## config.mk

```make
export PLATFORM = sky130hd
export DESIGN_NAME = arith_core
export DESIGN_NICKNAME = d
export VERILOG_FILES = /design/src/arith_pkg.sv /design/src/addsub_unit.sv /design/src/mul_unit.sv /design/src/sign_conv_unit.sv /design/src/arith_core.sv
export SDC_FILE = /design/constraint.sdc
export NUM_CORES = 1
export LEC_CHECK = 0
export ABC_CLOCK_PERIOD_IN_PS = 7500
export BUFFER_PORTS_ARGS = -buffer_cell sky130_fd_sc_hd__buf_2
export CAP_MARGIN = 20
export CELL_PAD_IN_SITES_DETAIL_PLACEMENT = 0
export CELL_PAD_IN_SITES_GLOBAL_PLACEMENT = 1
export CORE_UTILIZATION = 48
export CTS_CLUSTER_SIZE = 40
export DETAILED_ROUTE_END_ITERATION = 6
export PLACE_DENSITY_LB_ADDON = 0.08
export SLEW_MARGIN = 15
export SYNTH_ARGS = -nofsm -noshare
export SYNTH_HDL_FRONTEND = slang
export SYNTH_SLANG_ARGS = --single-unit
```

## constraint.sdc

```tcl
create_clock -name clock -period 7.5 [get_ports clock]
set_input_delay 0.75 -clock clock [delete_from_list [all_inputs] [get_ports clock]]
set_output_delay 0.75 -clock clock [all_outputs]
set_load 0.005 [all_outputs]
```

## src/arith_pkg.sv

```systemverilog
// Arithmetic unit package.
// Holds the operand widths, the opcode set and the request and result records.
package arith_pkg;

    // Operand width. Every request operand is one byte.
    localparam int DATA_W = 8;

    // Result width, wide enough for a full product.
    localparam int RES_W = 2 * DATA_W;

    // Largest natural multiply-add result, (2^N-1)*(2^N-1) + (2^N-1).
    localparam int MUL_ADD_MAX = ((2 ** DATA_W) - 1) * ((2 ** DATA_W) - 1) + (2 ** DATA_W) - 1;

    // Opcodes accepted by the core.
    // Code 3'd7 is unused and never valid in a stored request.
    typedef enum logic [2:0] {
        OP_ADD     = 3'd0,
        OP_SUB     = 3'd1,
        OP_MUL_ADD = 3'd2,
        OP_IMUL    = 3'd3,
        OP_CMP     = 3'd4,
        OP_TO_SM   = 3'd5,
        OP_FROM_SM = 3'd6
    } op_e;

    // One request as it arrives with the start strobe.
    // The cin bit is the carry in for OP_ADD, the borrow in for OP_SUB
    // and the sign for OP_FROM_SM. The c operand is only read by OP_MUL_ADD.
    typedef struct packed {
        op_e               op;
        logic [DATA_W-1:0] a;
        logic [DATA_W-1:0] b;
        logic [DATA_W-1:0] c;
        logic              cin;
    } arith_req_t;

    // Status flags. A flag that has no meaning for an opcode reads zero.
    typedef struct packed {
        logic carry;
        logic ovf;
        logic less;
        logic equal;
        logic sign;
    } arith_flags_t;

    // Result record returned with the done pulse.
    typedef struct packed {
        logic [RES_W-1:0] value;
        arith_flags_t     flags;
    } arith_res_t;

endpackage

```

## src/addsub_unit.sv

```systemverilog
// Adder and subtractor for 8-bit operands.
// Gives carry or borrow out and the signed overflow for the chosen operation.
`timescale 1ns/1ps

module addsub_unit (
    input  logic [arith_pkg::DATA_W-1:0] a,
    input  logic [arith_pkg::DATA_W-1:0] b,
    input  logic                         cin,
    input  logic                         subtract,
    output logic [arith_pkg::DATA_W-1:0] sum,
    output logic                         carry,
    output logic                         ovf
);
    import arith_pkg::*;

    // Index of the sign bit of an operand.
    localparam int MSB = DATA_W - 1;

    // One bit wider than an operand so the top bit carries the carry or borrow.
    logic [DATA_W:0] wide;

    // The carry or borrow in, zero-extended to the wide width.
    logic [DATA_W:0] cin_wide;

    assign cin_wide = {{DATA_W{1'b0}}, cin};

    // Both operations share one wide sum.
    // For subtraction a negative result wraps, so the top bit is the borrow out.
    always_comb begin
        if (subtract) begin
            wide = {1'b0, a} - {1'b0, b} - cin_wide;
        end else begin
            wide = {1'b0, a} + {1'b0, b} + cin_wide;
        end
    end

    assign sum   = wide[DATA_W-1:0];
    assign carry = wide[DATA_W];

    // A sum overflows only when both operands share a sign and the result lost it.
    // A difference overflows only when the operands differ in sign
    // and the result no longer has the sign of the minuend.
    always_comb begin
        if (subtract) begin
            ovf = (a[MSB] != b[MSB]) && (sum[MSB] != a[MSB]);
        end else begin
            ovf = (a[MSB] == b[MSB]) && (sum[MSB] != a[MSB]);
        end
    end

endmodule

```

## src/mul_unit.sv

```systemverilog
// Multiplier for 8-bit operands.
// Natural multiply with an addend, or signed multiply through sign and magnitude.
`timescale 1ns/1ps

module mul_unit (
    input  logic [arith_pkg::DATA_W-1:0] a,
    input  logic [arith_pkg::DATA_W-1:0] b,
    input  logic [arith_pkg::DATA_W-1:0] c,
    input  logic                         signed_mode,
    output logic [arith_pkg::RES_W-1:0]  product
);
    import arith_pkg::*;

    // Padding that lifts an operand to the product width.
    localparam int PAD_W = RES_W - DATA_W;

    // Natural path.
    logic [RES_W-1:0] nat_prod;

    // Signed path, split into signs and magnitudes.
    logic              sign_a;
    logic              sign_b;
    logic              sign_p;
    logic [DATA_W-1:0] abs_a;
    logic [DATA_W-1:0] abs_b;
    logic [RES_W-1:0]  abs_prod;
    logic [RES_W-1:0]  signed_prod;

    // The natural result always fits in 16 bits, even for 255 * 255 + 255.
    assign nat_prod = ({{PAD_W{1'b0}}, a} * {{PAD_W{1'b0}}, b}) + {{PAD_W{1'b0}}, c};

    assign sign_a = a[DATA_W-1];
    assign sign_b = b[DATA_W-1];

    // The magnitude of -128 is 8'h80, which still reads correctly as natural 128.
    assign abs_a = sign_a ? (~a + 1'b1) : a;
    assign abs_b = sign_b ? (~b + 1'b1) : b;

    // Multiply the magnitudes as natural numbers.
    assign abs_prod = {{PAD_W{1'b0}}, abs_a} * {{PAD_W{1'b0}}, abs_b};

    // The product is negative when exactly one operand is negative.
    assign sign_p = sign_a ^ sign_b;

    // Negate back into two's complement.
    // The largest magnitude is 128 * 128, which is still positive in 16 bits.
    assign signed_prod = sign_p ? (~abs_prod + 1'b1) : abs_prod;

    always_comb begin
        if (signed_mode) begin
            product = signed_prod;
        end else begin
            product = nat_prod;
        end
    end

    // The natural multiply-add never wraps, so its result stays within range.
    natural_in_range: assert final (signed_mode || (product <= MUL_ADD_MAX))
        else $error("mul_unit: natural product %0d above limit", product);

endmodule

```

## src/sign_conv_unit.sv

```systemverilog
// Sign conversion and compare unit.
// Converts between two's complement and sign-magnitude and compares a and b.
`timescale 1ns/1ps

module sign_conv_unit (
    input  logic [arith_pkg::DATA_W-1:0] a,
    input  logic [arith_pkg::DATA_W-1:0] b,
    input  logic                         sign_in,
    output logic [arith_pkg::DATA_W-1:0] magnitude,
    output logic                         sign_out,
    output logic [arith_pkg::DATA_W-1:0] twos,
    output logic                         conv_ovf,
    output logic                         less,
    output logic                         equal
);
    import arith_pkg::*;

    // Index of the sign bit.
    localparam int MSB = DATA_W - 1;

    // Negated magnitude, used when the sign-magnitude input is negative.
    logic [DATA_W-1:0] neg_a;

    // Reverse conversion of twos, kept only for the round-trip check.
    logic [DATA_W-1:0] back_mag;
    logic              back_sign;

    // Two's complement to sign-magnitude.
    // The sign is the top bit; the magnitude of -128 comes out as 8'h80.
    assign sign_out  = a[MSB];
    assign magnitude = sign_out ? (~a + 1'b1) : a;

    // Sign-magnitude to two's complement.
    // The conversion works from the magnitude input, never from its own output.
    assign neg_a = ~a + 1'b1;

    // Magnitudes above 128 never fit. Exactly 128 fits only as -128.
    assign conv_ovf = a[MSB] & ((|a[MSB-1:0]) | ~sign_in);

    // An unrepresentable value reads as zero.
    always_comb begin
        if (conv_ovf) begin
            twos = '0;
        end else if (sign_in) begin
            twos = neg_a;
        end else begin
            twos = a;
        end
    end

    // Natural comparison.
    assign less  = (a < b);
    assign equal = (a == b);

    // Convert twos back to sign-magnitude.
    assign back_sign = twos[MSB];
    assign back_mag  = back_sign ? (~twos + 1'b1) : twos;

    // Both converters together must be lossless whenever no overflow is flagged.
    // A zero magnitude carries no sign, so the sign is only checked for nonzero a.
    round_trip: assert final (conv_ovf
        || ((back_mag == a) && ((a == '0) || (back_sign == sign_in))))
        else $error("sign_conv_unit: round trip failed for a=%0d sign=%0b", a, sign_in);

endmodule

```

## src/arith_core.sv

```systemverilog
// Two-stage integer arithmetic core.
// Registers a request, selects the unit result by opcode and returns it two cycles later.
`timescale 1ns/1ps

module arith_core (
    input  logic                  clock,
    input  logic                  rst,
    input  logic                  start,
    input  arith_pkg::arith_req_t req,
    output logic                  done,
    output arith_pkg::arith_res_t res
);
    import arith_pkg::*;

    // Zero padding that lifts a byte result to the result width.
    localparam int PAD_W = RES_W - DATA_W;

    // Stage one holds the request and whether it is live.
    arith_req_t req_q;
    logic       req_valid;

    // Adder and subtractor outputs.
    logic [DATA_W-1:0] add_sum;
    logic              add_carry;
    logic              add_ovf;
    logic              is_sub;

    // Multiplier outputs.
    logic [RES_W-1:0] mul_product;
    logic             is_imul;

    // Converter and comparator outputs.
    logic [DATA_W-1:0] conv_mag;
    logic              conv_sign;
    logic [DATA_W-1:0] conv_twos;
    logic              conv_ovf;
    logic              cmp_less;
    logic              cmp_equal;

    // Selected result before it is registered.
    arith_res_t sel_res;

    // Stage one.
    // The valid bit follows start every cycle, so a request can be issued back to back.
    always_ff @(posedge clock) begin
        if (rst) begin
            req_valid <= 1'b0;
        end else begin
            req_valid <= start;
        end
    end

    // The payload only changes when a new request arrives.
    always_ff @(posedge clock) begin
        if (start) begin
            req_q <= req;
        end
    end

    // Operation selects for the shared units.
    assign is_sub  = (req_q.op == OP_SUB);
    assign is_imul = (req_q.op == OP_IMUL);

    addsub_unit u_addsub (
        .a        (req_q.a),
        .b        (req_q.b),
        .cin      (req_q.cin),
        .subtract (is_sub),
        .sum      (add_sum),
        .carry    (add_carry),
        .ovf      (add_ovf)
    );

    mul_unit u_mul (
        .a           (req_q.a),
        .b           (req_q.b),
        .c           (req_q.c),
        .signed_mode (is_imul),
        .product     (mul_product)
    );

    // For OP_FROM_SM the cin bit carries the sign of the magnitude in a.
    sign_conv_unit u_sign_conv (
        .a         (req_q.a),
        .b         (req_q.b),
        .sign_in   (req_q.cin),
        .magnitude (conv_mag),
        .sign_out  (conv_sign),
        .twos      (conv_twos),
        .conv_ovf  (conv_ovf),
        .less      (cmp_less),
        .equal     (cmp_equal)
    );

    // Result selection.
    // Start from all zeros so unused flags and upper value bits stay clear.
    always_comb begin
        sel_res = '0;
        case (req_q.op)
            OP_ADD, OP_SUB: begin
                sel_res.value       = {{PAD_W{1'b0}}, add_sum};
                sel_res.flags.carry = add_carry;
                sel_res.flags.ovf   = add_ovf;
            end
            OP_MUL_ADD: begin
                sel_res.value = mul_product;
            end
            OP_IMUL: begin
                // The sign flag mirrors the top bit of the signed product.
                sel_res.value      = mul_product;
                sel_res.flags.sign = mul_product[RES_W-1];
            end
            OP_CMP: begin
                sel_res.flags.less  = cmp_less;
                sel_res.flags.equal = cmp_equal;
            end
            OP_TO_SM: begin
                sel_res.value      = {{PAD_W{1'b0}}, conv_mag};
                sel_res.flags.sign = conv_sign;
            end
            OP_FROM_SM: begin
                // The converter already forces the value to zero on overflow.
                sel_res.value     = {{PAD_W{1'b0}}, conv_twos};
                sel_res.flags.ovf = conv_ovf;
            end
            default: begin
                sel_res = '0;
            end
        endcase
    end

    // Stage two.
    // The result holds its last value between requests and starts out zero.
    always_ff @(posedge clock) begin
        if (rst) begin
            done <= 1'b0;
            res  <= '0;
        end else begin
            done <= req_valid;
            if (req_valid) begin
                res <= sel_res;
            end
        end
    end

    // Once out of reset the done pulse is always a clean 0 or 1.
    done_known: assert property (@(posedge clock) disable iff (rst) !$isunknown(done))
        else $error("arith_core: done is unknown");

    // Every start gives a done exactly two edges later, and no start gives none.
    done_after_start: assert property (@(posedge clock) disable iff (rst) start |-> ##2 done)
        else $error("arith_core: done missing two cycles after start");
    no_stray_done: assert property (@(posedge clock) disable iff (rst) !start |-> ##2 !done)
        else $error("arith_core: done without a start two cycles before");

    // A live request always carries one of the seven defined opcodes.
    op_legal: assert property (@(posedge clock) disable iff (rst)
        req_valid |-> (req_q.op inside {OP_ADD, OP_SUB, OP_MUL_ADD, OP_IMUL,
                                        OP_CMP, OP_TO_SM, OP_FROM_SM}))
        else $error("arith_core: illegal opcode %0d stored", req_q.op);

endmodule

```

**Word level (Yosys, flattened, before mapping)**

Index checks and enable logic that the tools add are counted.

- Bits in registers: 51
- Input bits: 31
- Output and inout port bits: 22
- Word-level logic and storage cells: 60

- Add/subtract/negate cells: 8
- Multiply operators: 2
- $lt $le $gt $ge: 1
- Eq/ne operators: 10
- Multiplexer cells: 13
- Bitwise gates (word level): 7
- Reduce and logical (&&, ||, !) cells: 6

Operators by type and width:

| kind | count |
|---|---|
| $pmux 16 s4 | 1 |
| $mul 8x8->16 | 2 |
| $mux 16 | 2 |
| $mux 8 | 4 |
| $add 16x1->16 const B | 1 |
| $add 16x8->16 | 1 |
| $add 8x1->8 const B | 2 |
| $not 16->16 | 1 |
| $not 8->8 | 2 |
| $add 8x8->9 | 1 |
| $add 9x1->9 | 1 |
| $eq 3x3->1 const B | 3 |
| $mux 9 | 1 |
| $sub 8x8->9 | 1 |
| $sub 9x1->9 | 1 |
| $eq 8x8->1 | 1 |
| $lt 8x8->1 | 1 |
| $reduce_or 7->1 | 1 |
| $eq 3x2->1 const B | 2 |
| $pmux 1 s2 | 2 |
| $reduce_or 2->1 | 2 |
| $eq 3x1->1 const B | 1 |
| $logic_not 3->1 | 1 |
| $logic_and 1x1->1 | 2 |
| 8 further kinds | 10 |

**Depth between registers and ports, before layout**

Gate-level depths: netlist (run 1).

- Depth in word-level cells: 9
- Depth in mapped cells: 25
- Mapped depth without buffers: 23

**Modules after synthesis**

Synthesis (run 1) repeated with hierarchy kept, for this count alone.

- Cells, all modules: 1,021
- Area, all modules: 8,704.6 um2

By module, submodules not included:

| module | instances | cells an instance | area each (um2) | sequential area each (um2) |
|---|---|---|---|---|
| mul_unit | 1 | 648 | 5,113.7 | 0.0 |
| arith_core | 1 | 163 | 2,060.7 | 1,301.2 |
| addsub_unit | 1 | 133 | 985.9 | 0.0 |
| sign_conv_unit | 1 | 77 | 544.3 | 0.0 |

**Worst setup path after synthesis (run 1)**

Ideal clock, no wire load.

- Kind: flip-flop to flip-flop
- From: register req_q[17] in the netlist's numbering
- To: register res[0] in the netlist's numbering
- Setup time: 88 ps
- Data arrival time: 6,450 ps
- Required time: 7,412 ps
- Path slack: 962 ps
- Stages on the path, launching flop included: 26
- Path buffers: 3
- Period minus slack after synthesis: 6,538 ps
- Cells stage by stage: edfxtp_1 > inv_1 > buf_1 > ha_1 > nand3_1 > or3_1 > clkbuf_1 > nand2_1 > xnor2_1 > nor2_1 > fa_1 > fa_1 > fa_1 > inv_1 > fa_1 > inv_1 > ha_1 > buf_6 > and3_4 > a22o_1 > o221a_4 > o2111a_1 > or4_1 > o31ai_1 > nor3_1 > a311oi_2

- Longest elaborated chain between the ends: 9
- Elaborated cells between the ends (all ways): 11
- Classes of those cells: 3 x add/sub; 2 x mul; 4 x mux; 2 x bitwise

RTL lines:

| what | line | RTL |
|---|---|---|
| start, declared | arith_core.sv:19 | `arith_req_t req_q;` |
| start signal, assigned | arith_core.sv:56 | `req_q <= req;` |
| $not 8->8 | mul_unit.sv:36 | `assign abs_a = sign_a ? (~a + 1'b1) : a;` |
| $add 8x1->8 | mul_unit.sv:36 |  |
| $mux 8 | mul_unit.sv:36 |  |
| $mul 8x8->16 | mul_unit.sv:40 | `assign abs_prod = {{PAD_W{1'b0}}, abs_a} * {{PAD_W{1'b0}}, abs_b};` |
| $not 16->16 | mul_unit.sv:47 | `assign signed_prod = sign_p ? (~abs_prod + 1'b1) : abs_prod;` |
| $add 16x1->16 | mul_unit.sv:47 |  |
| $mux 16 | mul_unit.sv:47 |  |
| $mux 16 * | mul_unit.sv:50 | `if (signed_mode) begin` |
| $pmux 1 s2 * | arith_core.sv:99 | `case (req_q.op)` |
| end signal, assigned | arith_core.sv:141 | `res <= sel_res;` |
| end, declared | arith_core.sv:11 | `output arith_pkg::arith_res_t res` |

Mark *: on every way between the ends. The rest lies on a longest branch, timed or not.
A chain may end at the register's enable or synchronous reset.

**Worst setup path after layout (run 1)**

- From: register req_q[9] in the netlist's numbering
- To: register res[0] in the netlist's numbering

- Longest elaborated chain between the ends: 9
- Elaborated cells between the ends (all ways): 11
- Classes of those cells: 3 x add/sub; 2 x mul; 4 x mux; 2 x bitwise

RTL lines:

| what | line | RTL |
|---|---|---|
| $not 8->8 | mul_unit.sv:37 | `assign abs_b = sign_b ? (~b + 1'b1) : b;` |
| $add 8x1->8 | mul_unit.sv:37 |  |
| $mux 8 | mul_unit.sv:37 |  |
| $mul 8x8->16 | mul_unit.sv:40 |  |
| $not 16->16 | mul_unit.sv:47 |  |
| $add 16x1->16 | mul_unit.sv:47 |  |
| $mux 16 | mul_unit.sv:47 |  |
| $mux 16 * | mul_unit.sv:50 |  |
| $pmux 1 s2 * | arith_core.sv:99 |  |

Marks and branches as above.

==> results by group, run 1 <==
Run status
  – Status: completed

Global route
  – Vias in the first global route: 6,916
  – Grt total ovfl: 0
  – Largest net degree at the start of global routing: 31
  – Initial antenna violation count: 0
  – GRT Overall Usage: 26.9%
  – First-pass GRT wire length: 36,000 µm

Routing
  – First-pass DRT Iterations: 5
  – Via count: 6,638
  – Via/cell ratio: 5.52
  – Total routed wirelength: 22,400 µm
  – Post-route DRC: 0
  – Starting DRT DRC Count: 343
  – Final ANT Viol Nets: 0
  – Wire per inst: 18.6 µm

Clock tree
  – CTS H-Tree Depth: 2
  – CTS tree: done
  – Clk_lat worst skew: 0.30 ns
  – Total CTS buffers: 5
  – CTS Sinks: 51
  – Post_cts resized: 0
  – Hold-fix buffers, CTS: 0
  – Clock root cell: clkbuf_16
  – Post-CTS Setup Bufs: 0
  – CTS Buffer Depth: 2
  – Clock transition at the registers of the reported paths: 0.07 ns

Cells and area
  – Most frequent cells in the layout: inv_1 (154), nor2_1 (112), ha_1 (106)
  – Layout cells sized above 1: 9.03%
  – Commonest non-fill, non-tap cell in the layout: inv_1
  – Synth-to-Final Area Change: 8.91%
  – Finished Layout Cells: 1,202
  – Core Util, Final: 54.3%
  – Layout fillers: 1,510
  – N_diodes: 0
  – Nets: 1,206

Placed design
  – IO Port Bufs: 52
  – DP HPWL: 18,800 µm
  – DP Cell Count: 1,194
  – Gpl congestion: 0.905

Hold path
  – HP Class: register to register
  – Cells on Worst Hold Path: 1

Setup path
  – Critical Path Source Type: register
  – WP data required: 7.66 ns
  – CP Capture Type: register
  – Critical Path AT: 7.09 ns
  – Critical path class: register to register
  – Max FO, Critical Path: 11
  – Worst Reg2Reg Path Length in Cells: 24

Logic synthesis
  – #FFs+latches synth: 51
  – Number of synthesized flops with an enable pin: 28
  – Cell Area, Synth: 8010 µm²
  – Ys Warns: 0
  – Async S/R FF share, synth: 0%
  – Mux cell area share after synthesis: 1.16%
  – Post-Synth XOR/XNOR Area: 6.35%
  – Top FF cell, synth: edfxtp_1
  – Synth Area in Simple Gates: 14.5%
  – Syn nets: 1,160
  – Synth cell types: 62
  – Avg Inst Size Synth: 8.53 µm²
  – Sequential element share of the synthesized area: 16.3%
  – Post-Synth Adder-Cell Area: 37.6%
  – Synth Area in Compound Gates: 15.2%
  – Synth Instances: 939
  – Largest family of logic cells by synthesized area: adder cells

Power and ir drop
  – Worst vdd ir: 0.322 mV
  – Leakage power: 0.00435 µW
  – PwrDens: 369 nW/µm²

STA
  – Slew @ Worst Pin: 0.933 ns
  – Fin crit period: 6.93 ns
  – Setup Skew: 0.00483 ns
  – Setup_tns: 0 ns
  – RSZ-0062 raised after global routing: no
  – Hold Vio Cnt, Final: 0
  – Fmax: 144 MHz
  – Slew HR: 36.2%
  – Period utilization: 92.4%
  – Final setup vio count: 0
  – Fin. max-slew vios: 0
  – Hold Slack: 0.458 ns

Die
  – Core Region: 16,100 µm²
  – # IOs: 53
  – Initial Utilization: 49.9%
  – DIE WIDTH: 131 µm
  – Die Y: 131 µm
  – Row count: 46
  – Die footprint: 17,200 µm²

Run
  – MaxCap Viol Count: 0
==> flip-flops by register name (all words and copies together), names as in the netlist <==
register / flops
done: 1
res: 21
req_valid: 1
req_q: 28
==> synth_stat cells, types with 6 or more instances <==
master,instances,area [µm²]
inv_1,153,574
nand3_1,10,50.1
mux2i_1,7,70.1
a21o_1,12,90.1
edfxtp_1,28,841
o21ai_0,34,170
o31ai_1,9,67.6
clkbuf_1,28,105
nand2_1,82,308
fa_1,84,1680
nand2b_1,8,50.1
ha_1,106,1330
nor2_1,112,420
or2_2,7,43.8
a21oi_1,45,225
nor2b_1,7,43.8
xnor2_1,36,315
o21a_1,8,60.1
a211oi_1,8,60.1
dfxtp_1,23,460
a22oi_1,6,45.0
xor2_1,22,193
nor3_1,14,70.1
==> power breakdown <==
| part | total, µW | switching, µW | internal, µW |
|---|---|---|---|
| registers | 346 | 27.7 | 319 |
| logic | 2590 | 1570 | 1020 |
| clock network | 274 | 110 | 164 |
==> layout make-up <==
cell class | instances | area (µm²) | area share [%]
timing repair buffer | 70 | 395 | 4.54
sequential | 51 | 1300 | 14.9
inverter | 158 | 593 | 6.80
tap | 216 | 270 | 3.10
multi-input combinational | 699 | 5980 | 68.6
clock buffer | 7 | 175 | 2.01
clock inverter | 1 | 3.75 | 0.0431
==> path summary, 6_finish.rpt <==
path	start	end	slack (ns)
setup reg to reg	req_q[9]	res[0]	0.57
hold / removal	res[15]	res[15]	0.46
hold reg to reg	res[15]	res[15]	0.46
setup / recovery	req_q[9]	res[0]	0.57
==> layer usage <==
| metal | global-route usage, % | vias to the layer above | share of wire [%] |
|---|---|---|---|
| met3 | 2.43 | 39 | 2.7 |
| met4 | 10.3 | 0 | 3.1 |
| met2 | 48.4 | 142 | 51 |
| li1 | - | 3217 | - |
| met1 | 33.1 | 3240 | 43 |
| met5 | 0 | - | 0 |
==> through the flow <==
stage / setup slack (ns) / total power (µW) / area [µm²]
after floorplan: 0.962 / 2320 / 8010
after global placement: 0.813 / 2890 / 8540
after detailed placement: 0.672 / 2940 / 8540
after CTS: 0.605 / 3230 / 8720
after global routing: 0.0772 / 3560 / 8720
final: 0.571 / 3210 / 8720
==> worst max-delay path: stages, from the launching register on <==
cell	delay (ns)
edfxtp_1	0.63
clkinv_1	0.16
buf_4	0.21
ha_1	0.23
nand2_1	0.08
o21ai_0	0.10
xnor2_1	0.62
nor2_1	0.16
fa_1	0.58
inv_1	0.05
fa_1	0.48
inv_1	0.06
fa_1	0.53
inv_1	0.05
fa_1	0.53
inv_1	0.05
ha_1	0.38
and3_4	0.22
a221oi_1	0.33
xnor2_1	0.19
a211oi_1	0.41
o21a_1	0.21
a211oi_1	0.07
nor3_1	0.32
a311oi_2	0.14
==> logic make-up (layout without fill, tap and decap cells) <==
logic type / after synthesis / count (layout)
xor+xnor: 58 / 58
flops: 51 / 51
compound gates: 178 / 178
simple gates: 265 / 265
fa+ha+maj: 190 / 190
mux: 8 / 8
buf+inv: 189 / 236
(Power assumes the default switching activity.)
==> inputs of run 2 (changes only) <==
- ABC_CLOCK_PERIOD_IN_PS: 7500 -> 8100
- CORE_UTILIZATION: 48 -> 52
- clock period: 7.5 -> 8.1 ns (I/O delays scaled with it)
==> run 2 against run 1 <==
- critical path depth is 2 lower
- clock-buffer cell count unchanged
- non-clock buffer count down 11
- via count grew 0.47%
- flip-flop and latch count stayed put
- cell count decreased by 3.6%
- final area fell by 1.4%
- worst setup slack improved by 0.45 ns
- largest power group unchanged
==> results by group, run 2 (synthesis results as in run 1) <==
Run status
  – Status: completed (unchanged)

Routing
  – Via/cell ratio: 5.75 (was 5.52)
  – Via count: 6,669 (was 6,638)
  – Final ANT Viol Nets: 0 (unchanged)
  – Total routed wirelength: 21,600 µm (was 22,400 µm)
  – Starting DRT DRC Count: 527 (was 343)
  – Post-route DRC: 0 (unchanged)
  – Wire per inst: 18.6 µm (about the same)
  – First-pass DRT Iterations: 5 (unchanged)

STA
  – Fin. max-slew vios: 0 (unchanged)
  – Setup_tns: 0 ns (unchanged)
  – Final setup vio count: 0 (unchanged)
  – Fin crit period: 7.08 ns (was 6.93 ns)
  – Period utilization: 87.4% (was 92.4%)
  – Fmax: 141 MHz (was 144 MHz)
  – Hold Vio Cnt, Final: 0 (unchanged)
  – RSZ-0062 raised after global routing: no (unchanged)
  – Slew @ Worst Pin: 0.811 ns (was 0.933 ns)
  – Setup Skew: 0.00783 ns (was 0.00483 ns)
  – Slew HR: 44.6% (was 36.2%)
  – Hold Slack: 0.458 ns (about the same)

Die
  – Core Region: 14,800 µm² (was 16,100 µm²)
  – Die footprint: 15,900 µm² (was 17,200 µm²)
  – Initial Utilization: 54.3% (was 49.9%)
  – Die Y: 126 µm (was 131 µm)
  – Row count: 44 (was 46)
  – DIE WIDTH: 126 µm (was 131 µm)
  – # IOs: 53 (unchanged)

Cells and area
  – Top Registers: req_q: 28 flops, res: 21 flops (unchanged)
  – Core Util, Final: 58.3% (was 54.3%)
  – Top reg by flops: req_q (unchanged)
  – N_diodes: 0 (unchanged)
  – Commonest non-fill, non-tap cell in the layout: inv_1 (unchanged)
  – Max reg flops: 28 (unchanged)
  – Synth-to-Final Area Change: 7.38% (was 8.91%)
  – Layout cells sized above 1: 8.00% (was 9.03%)
  – Nets: 1,195 (was 1,206)
  – Most frequent cells in the layout: inv_1 (154), nor2_1 (112), ha_1 (106) (unchanged)

Setup path
  – Critical path class: register to register (unchanged)
  – Critical Path Source Type: register (unchanged)
  – CP Capture Type: register (unchanged)
  – Critical Path AT: 7.28 ns (was 7.09 ns)
  – Reg2reg start: req_q[18] (was req_q[9])
  – Max FO, Critical Path: 13 (was 11)
  – Worst Setup SP: req_q[18] (was req_q[9])
  – WP data required: 8.31 ns (was 7.66 ns)

Power and ir drop
  – PwrDens: 346 nW/µm² (was 369 nW/µm²)
  – Worst vdd ir: 0.277 mV (was 0.322 mV)
  – Leakage power: 0.00430 µW (was 0.00435 µW)

Clock tree
  – CTS H-Tree Depth: 2 (unchanged)
  – Total CTS buffers: 5 (unchanged)
  – Hold-fix buffers, CTS: 0 (unchanged)
  – Post_cts resized: 0 (unchanged)
  – CTS Sinks: 51 (unchanged)
  – Clk_lat worst skew: 0.29 ns (was 0.30 ns)
  – CTS tree: done (unchanged)
  – Clock transition at the registers of the reported paths: 0.07 ns (about the same)
  – Post-CTS Setup Bufs: 0 (unchanged)
  – CTS Buffer Depth: 2 (unchanged)
  – Clock root cell: clkbuf_16 (unchanged)

Hold path
  – HP Class: register to register (unchanged)
  – Min-delay src: res[15] (unchanged)

Placed design
  – DP HPWL: 18,000 µm (was 18,800 µm)
  – Gpl congestion: 0.899 (was 0.905)
  – IO Port Bufs: 52 (unchanged)

Global route
  – Vias in the first global route: 6,711 (was 6,916)
  – Initial antenna violation count: 0 (unchanged)
  – Grt total ovfl: 0 (unchanged)
  – Largest net degree at the start of global routing: 31 (unchanged)
  – GRT Overall Usage: 28.1% (was 26.9%)
  – First-pass GRT wire length: 34,400 µm (was 36,000 µm)

Run
  – MaxCap Viol Count: 0 (unchanged)
==> run 2: path summary, 6_finish.rpt <==
path / to / slack, ns / cells past startpoint
worst max-delay path: res[0] / 1.02 / 22
worst min-delay path: res[15] / 0.46 / 1
worst min register to register: res[15] / 0.46 / 1
worst max register to register: res[0] / 1.02 / 22
==> run 2: final cells by class <==
type                            count  area (µm²)
Multi-Input combinational cell    699        5980
Inverter                          158         593
Timing Repair Buffer               59         313
Fill cell                        1387        6160
Tap cell                          184         230
Clock buffer                        7         175
Sequential cell                    51        1300
Clock inverter                      1        3.75
==> run 2: per-layer routing <==
layer  share of wire, %  global-route usage [%]
met1                 40                    33.7
met2                 53                    52.4
met3                3.8                    3.36
met4                2.4                    8.22
met5                  0                       0
==> run 2: report_power, final <==
part | leakage (µW) | total [µW] | internal, µW | switching, µW
Clock | 0.0000916 | 249 | 151 | 98.1
Combinational | 0.00374 | 2390 | 943 | 1450
Sequential | 0.000461 | 331 | 295 | 35.9
Total | 0.00430 | 2970 | 1390 | 1590
==> run 2: per-stage QoR <==
step           power [µW]  std cells  worst slack [ns]  cell area, µm²
5_1_grt              3290       1159             0.574            8600
3_5_place_dp         2720       1151              1.07            8420
6_report             2970       1159              1.02            8600
4_1_cts              2990       1159              1.06            8600
3_3_place_gp         2670       1151              1.24            8420
2_1_floorplan        2150        939              1.56            8010
==> run 2: critical path: stages (launching register included) <==
cell      delay [ns]
edfxtp_1        0.70
inv_1           0.30
ha_1            0.30
nand3_1         0.12
or3_1           0.24
nand2_1         0.10
xnor2_1         0.53
nor2_1          0.12
fa_1            0.56
fa_1            0.46
fa_1            0.55
inv_1           0.06
fa_1            0.53
inv_1           0.04
ha_1            0.40
and3_4          0.23
a22o_1          0.27
o221a_4         0.27
o2111a_1        0.24
or4_1           0.53
o31ai_1         0.09
nor3_1          0.12
a311oi_2        0.23
==> inputs of run 3 (changes only) <==
- ABC_AREA: unset -> 1
- CORE_UTILIZATION: 52 -> 38
==> run 3 against run 2 <==
- synthesized area is 4.6% higher
- via count increased by 8.1%
- total power fell by 14%
- clock-buffer cell count unchanged
- utilization is 16 points lower
- critical path type unchanged
==> results by group, run 3 <==
Die
  – DIE WIDTH: 150 µm (was 126 µm)
  – Die Y: 150 µm (was 126 µm)
  – Die footprint: 22,600 µm² (was 15,900 µm²)
  – Initial Utilization: 39.3% (was 54.3%)
  – # IOs: 53 (unchanged)
  – Core Region: 21,300 µm² (was 14,800 µm²)
  – Row count: 53 (was 44)

Global route
  – Grt total ovfl: 0 (unchanged)
  – Largest net degree at the start of global routing: 30 (was 31)
  – GRT Overall Usage: 23.1% (was 28.1%)
  – First-pass GRT wire length: 39,300 µm (was 34,400 µm)
  – Initial antenna violation count: 0 (unchanged)
  – Vias in the first global route: 7,003 (was 6,711)

Placed design
  – Placed Area: 8850 µm² (was 8420 µm²)
  – Gpl congestion: 0.870 (was 0.899)
  – DP HPWL: 20,400 µm (was 18,000 µm)
  – IO Port Bufs: 52 (unchanged)

STA
  – RSZ-0062 raised after global routing: no (unchanged)
  – Hold Slack: 0.461 ns (was 0.458 ns)
  – Slew @ Worst Pin: 0.744 ns (was 0.811 ns)
  – Period utilization: 81.3% (was 87.4%)
  – Final setup vio count: 0 (unchanged)
  – Setup_tns: 0 ns (unchanged)
  – Slew HR: 50.4% (was 44.6%)
  – Fin. max-slew vios: 0 (unchanged)
  – Hold Vio Cnt, Final: 0 (unchanged)
  – Fin crit period: 6.59 ns (was 7.08 ns)
  – Fmax: 152 MHz (was 141 MHz)
  – Setup Skew: 0.00876 ns (was 0.00783 ns)

Setup path
  – CP Capture Type: register (unchanged)
  – R2R setup slack: 1.51 ns (was 1.02 ns)
  – Worst Setup SP: req_q[17] (was req_q[18])
  – WP data required: 8.34 ns (was 8.31 ns)
  – Worst Reg2Reg Path Length in Cells: 31 (was 22)
  – Critical Path Source Type: register (unchanged)
  – Crit-path max cell delay: 0.81 ns (was 0.70 ns)
  – Critical Path AT: 6.83 ns (was 7.28 ns)
  – Reg2reg start: req_q[17] (was req_q[18])
  – Critical path class: register to register (unchanged)
  – Max FO, Critical Path: 14 (was 13)
  – Setup crit end: res[19] (was res[0])
  – Highest-delay cell along the critical path: edfxtp_1 (unchanged)
  – Most used cell, CP: nand2_1 (was fa_1)
  – Capture point of the worst reg-to-reg path: res[19] (was res[0])

Logic synthesis
  – Top FF cell, synth: edfxtp_1 (unchanged)
  – Area contributors post-synth: fa_1 (20%), ha_1 (16%), nand2_1 (11%), inv_1 (11%), edfxtp_1 (10%) (was fa_1 (21%), ha_1 (17%), edfxtp_1 (11%), inv_1 (7.2%), dfxtp_1 (5.8%))
  – #FFs+latches synth: 51 (unchanged)
  – Sequential element share of the synthesized area: 15.5% (was 16.3%)
  – Synth cell types: 47 (was 62)
  – Synth cell count leaders: nand2_1 (249), inv_1 (235), ha_1 (106), fa_1 (84), nor2_1 (83) (was inv_1 (153), nor2_1 (112), ha_1 (106), fa_1 (84), nand2_1 (82))
  – Top-area cell type share of the netlist area: 20.1% (was 21.0%)
  – Most common cell in the netlist: nand2_1 (was inv_1)
  – Number of synthesized flops with an enable pin: 28 (unchanged)
  – Ys Warns: 0 (unchanged)
  – Synth Instances: 1,135 (was 939)
  – Syn nets: 1,356 (was 1,160)
  – Cell Area, Synth: 8370 µm² (was 8010 µm²)
  – Area leader, netlist: fa_1 (unchanged)
  – Avg Inst Size Synth: 7.38 µm² (was 8.53 µm²)
  – Async S/R FF share, synth: 0% (unchanged)

Cells and area
  – Max reg flops: 28 (unchanged)
  – Most frequent cells in the layout: nand2_1 (249), inv_1 (235), ha_1 (106) (was inv_1 (154), nor2_1 (112), ha_1 (106))
  – Commonest non-fill, non-tap cell in the layout: nand2_1 (was inv_1)
  – Core Util, Final: 42.3% (was 58.3%)
  – Top reg by flops: req_q (unchanged)
  – Top Registers: req_q: 28 flops, res: 21 flops (unchanged)
  – N_diodes: 0 (unchanged)
  – Post-route cell area: 9000 µm² (was 8600 µm²)
  – Layout cells sized above 1: 9.66% (was 8.00%)
  – Nets: 1,390 (was 1,195)
  – Synth-to-Final Area Change: 7.53% (was 7.38%)

Routing
  – Wire per inst: 17.1 µm (was 18.6 µm)
  – Via/cell ratio: 4.99 (was 5.75)
  – Total routed wirelength: 24,800 µm (was 21,600 µm)
  – Post-route DRC: 0 (unchanged)
  – First-pass DRT Iterations: 6 (was 5)
  – Final ANT Viol Nets: 0 (unchanged)
  – Via count: 7,209 (was 6,669)
  – Starting DRT DRC Count: 463 (was 527)

Power and ir drop
  – Leakage power: 0.00486 µW (was 0.00430 µW)
  – Worst vdd ir: 0.140 mV (was 0.277 mV)
  – PwrDens: 285 nW/µm² (was 346 nW/µm²)

Clock tree
  – Post-CTS Setup Bufs: 0 (unchanged)
  – Total CTS buffers: 5 (unchanged)
  – CTS Sinks: 51 (unchanged)
  – Clk_lat worst skew: 0.30 ns (was 0.29 ns)
  – CTS tree: done (unchanged)
  – Clock root cell: clkbuf_16 (unchanged)
  – Post_cts resized: 0 (unchanged)
  – Hold-fix buffers, CTS: 0 (unchanged)
  – Clock transition at the registers of the reported paths: 0.07 ns (about the same)
  – CTS Buffer Depth: 2 (unchanged)
  – CTS H-Tree Depth: 2 (unchanged)

Hold path
  – Min-delay src: res[7] (was res[15])
  – HP Class: register to register (unchanged)

Run
  – MaxCap Viol Count: 0 (unchanged)

Run status
  – Status: completed (unchanged)
run 3: changes by cell type in the layout (fill, tap and decap cells not counted), sizes merged, moves of 8 or more:
cell / previous run / this run
o31ai: 9 / 1
inv: 154 / 239
nand3: 10 / 62
a21oi: 45 / 72
a21o: 12 / 1
nand2: 82 / 264
nor2: 112 / 93
o21ai: 34 / 50
xor2: 22 / 14
xnor2: 36 / 10
nand2b: 8 / 0
run 3: stage by stage:
step | worst slack (ns) | instances | power, µW
5_1_grt | 1.01 | 1445 | 2890
3_3_place_gp | 1.57 | 1437 | 2380
6_report | 1.51 | 1445 | 2570
2_1_floorplan | 2.48 | 1135 | 1860
4_1_cts | 1.51 | 1445 | 2610
3_5_place_dp | 1.51 | 1437 | 2370
run 3: worst min-delay path by stage:
| stage | to | slack [ns] | cells past startpoint |
|---|---|---|---|
| after floorplan | res[17] | 0.46 | 2 |
| after global placement | res[7] | 0.45 | 2 |
| after detailed placement | res[7] | 0.45 | 2 |
| after CTS | res[16] | 0.46 | 2 |
| after global routing | res[4] | 0.49 | 2 |
| final | res[7] | 0.46 | 2 |
run 3: logic make-up (layout without fill, tap and decap cells):
family | Yosys count | in the layout | synth area share, %
AND/OR/NAND/NOR | 456 | 456 | 23.7
XOR/XNOR | 24 | 24 | 2.60
adder cells (fa/ha/maj) | 190 | 190 | 35.9
AO/OA/AOI/OAI | 145 | 145 | 9.64
flip-flops | 51 | 51 | 15.5
buffers and inverters | 269 | 304 | 12.6
run 3: metal layers:
layer  GRT usage [%]  routed length, µm
met1            35.0              12800
met2            34.2              10100
met3            3.48               1420
met4            5.30                401
met5               0                  0
run 3: worst max-delay path: cells and delay by family, from the launching register on:
family,cells,cell delay (ns)
adder cells (fa/ha/maj),6,2.68
AND/OR/NAND/NOR,16,1.56
flip-flops,1,0.81
buffers and inverters,4,0.68
AO/OA/AOI/OAI,4,0.63
XOR/XNOR,1,0.18
run 3: layout make-up:
type | instances | area, µm²
repair buffers | 56 | 290
fillers | 2276 | 12300
flip-flops and latches | 51 | 1300
multi-input cells | 815 | 6010
well taps | 275 | 344
inverters | 240 | 902
clock buffers | 7 | 146
clock inverters | 1 | 3.75
run 3: report_power, final:
part | leakage [µW] | internal (µW) | switching, µW | total [µW]
sequential | 0.000461 | 297 | 42.6 | 339
clock | 0.0000750 | 126 | 95.3 | 221
combinational | 0.00432 | 722 | 1290 | 2010
total | 0.00486 | 1140 | 1430 | 2570
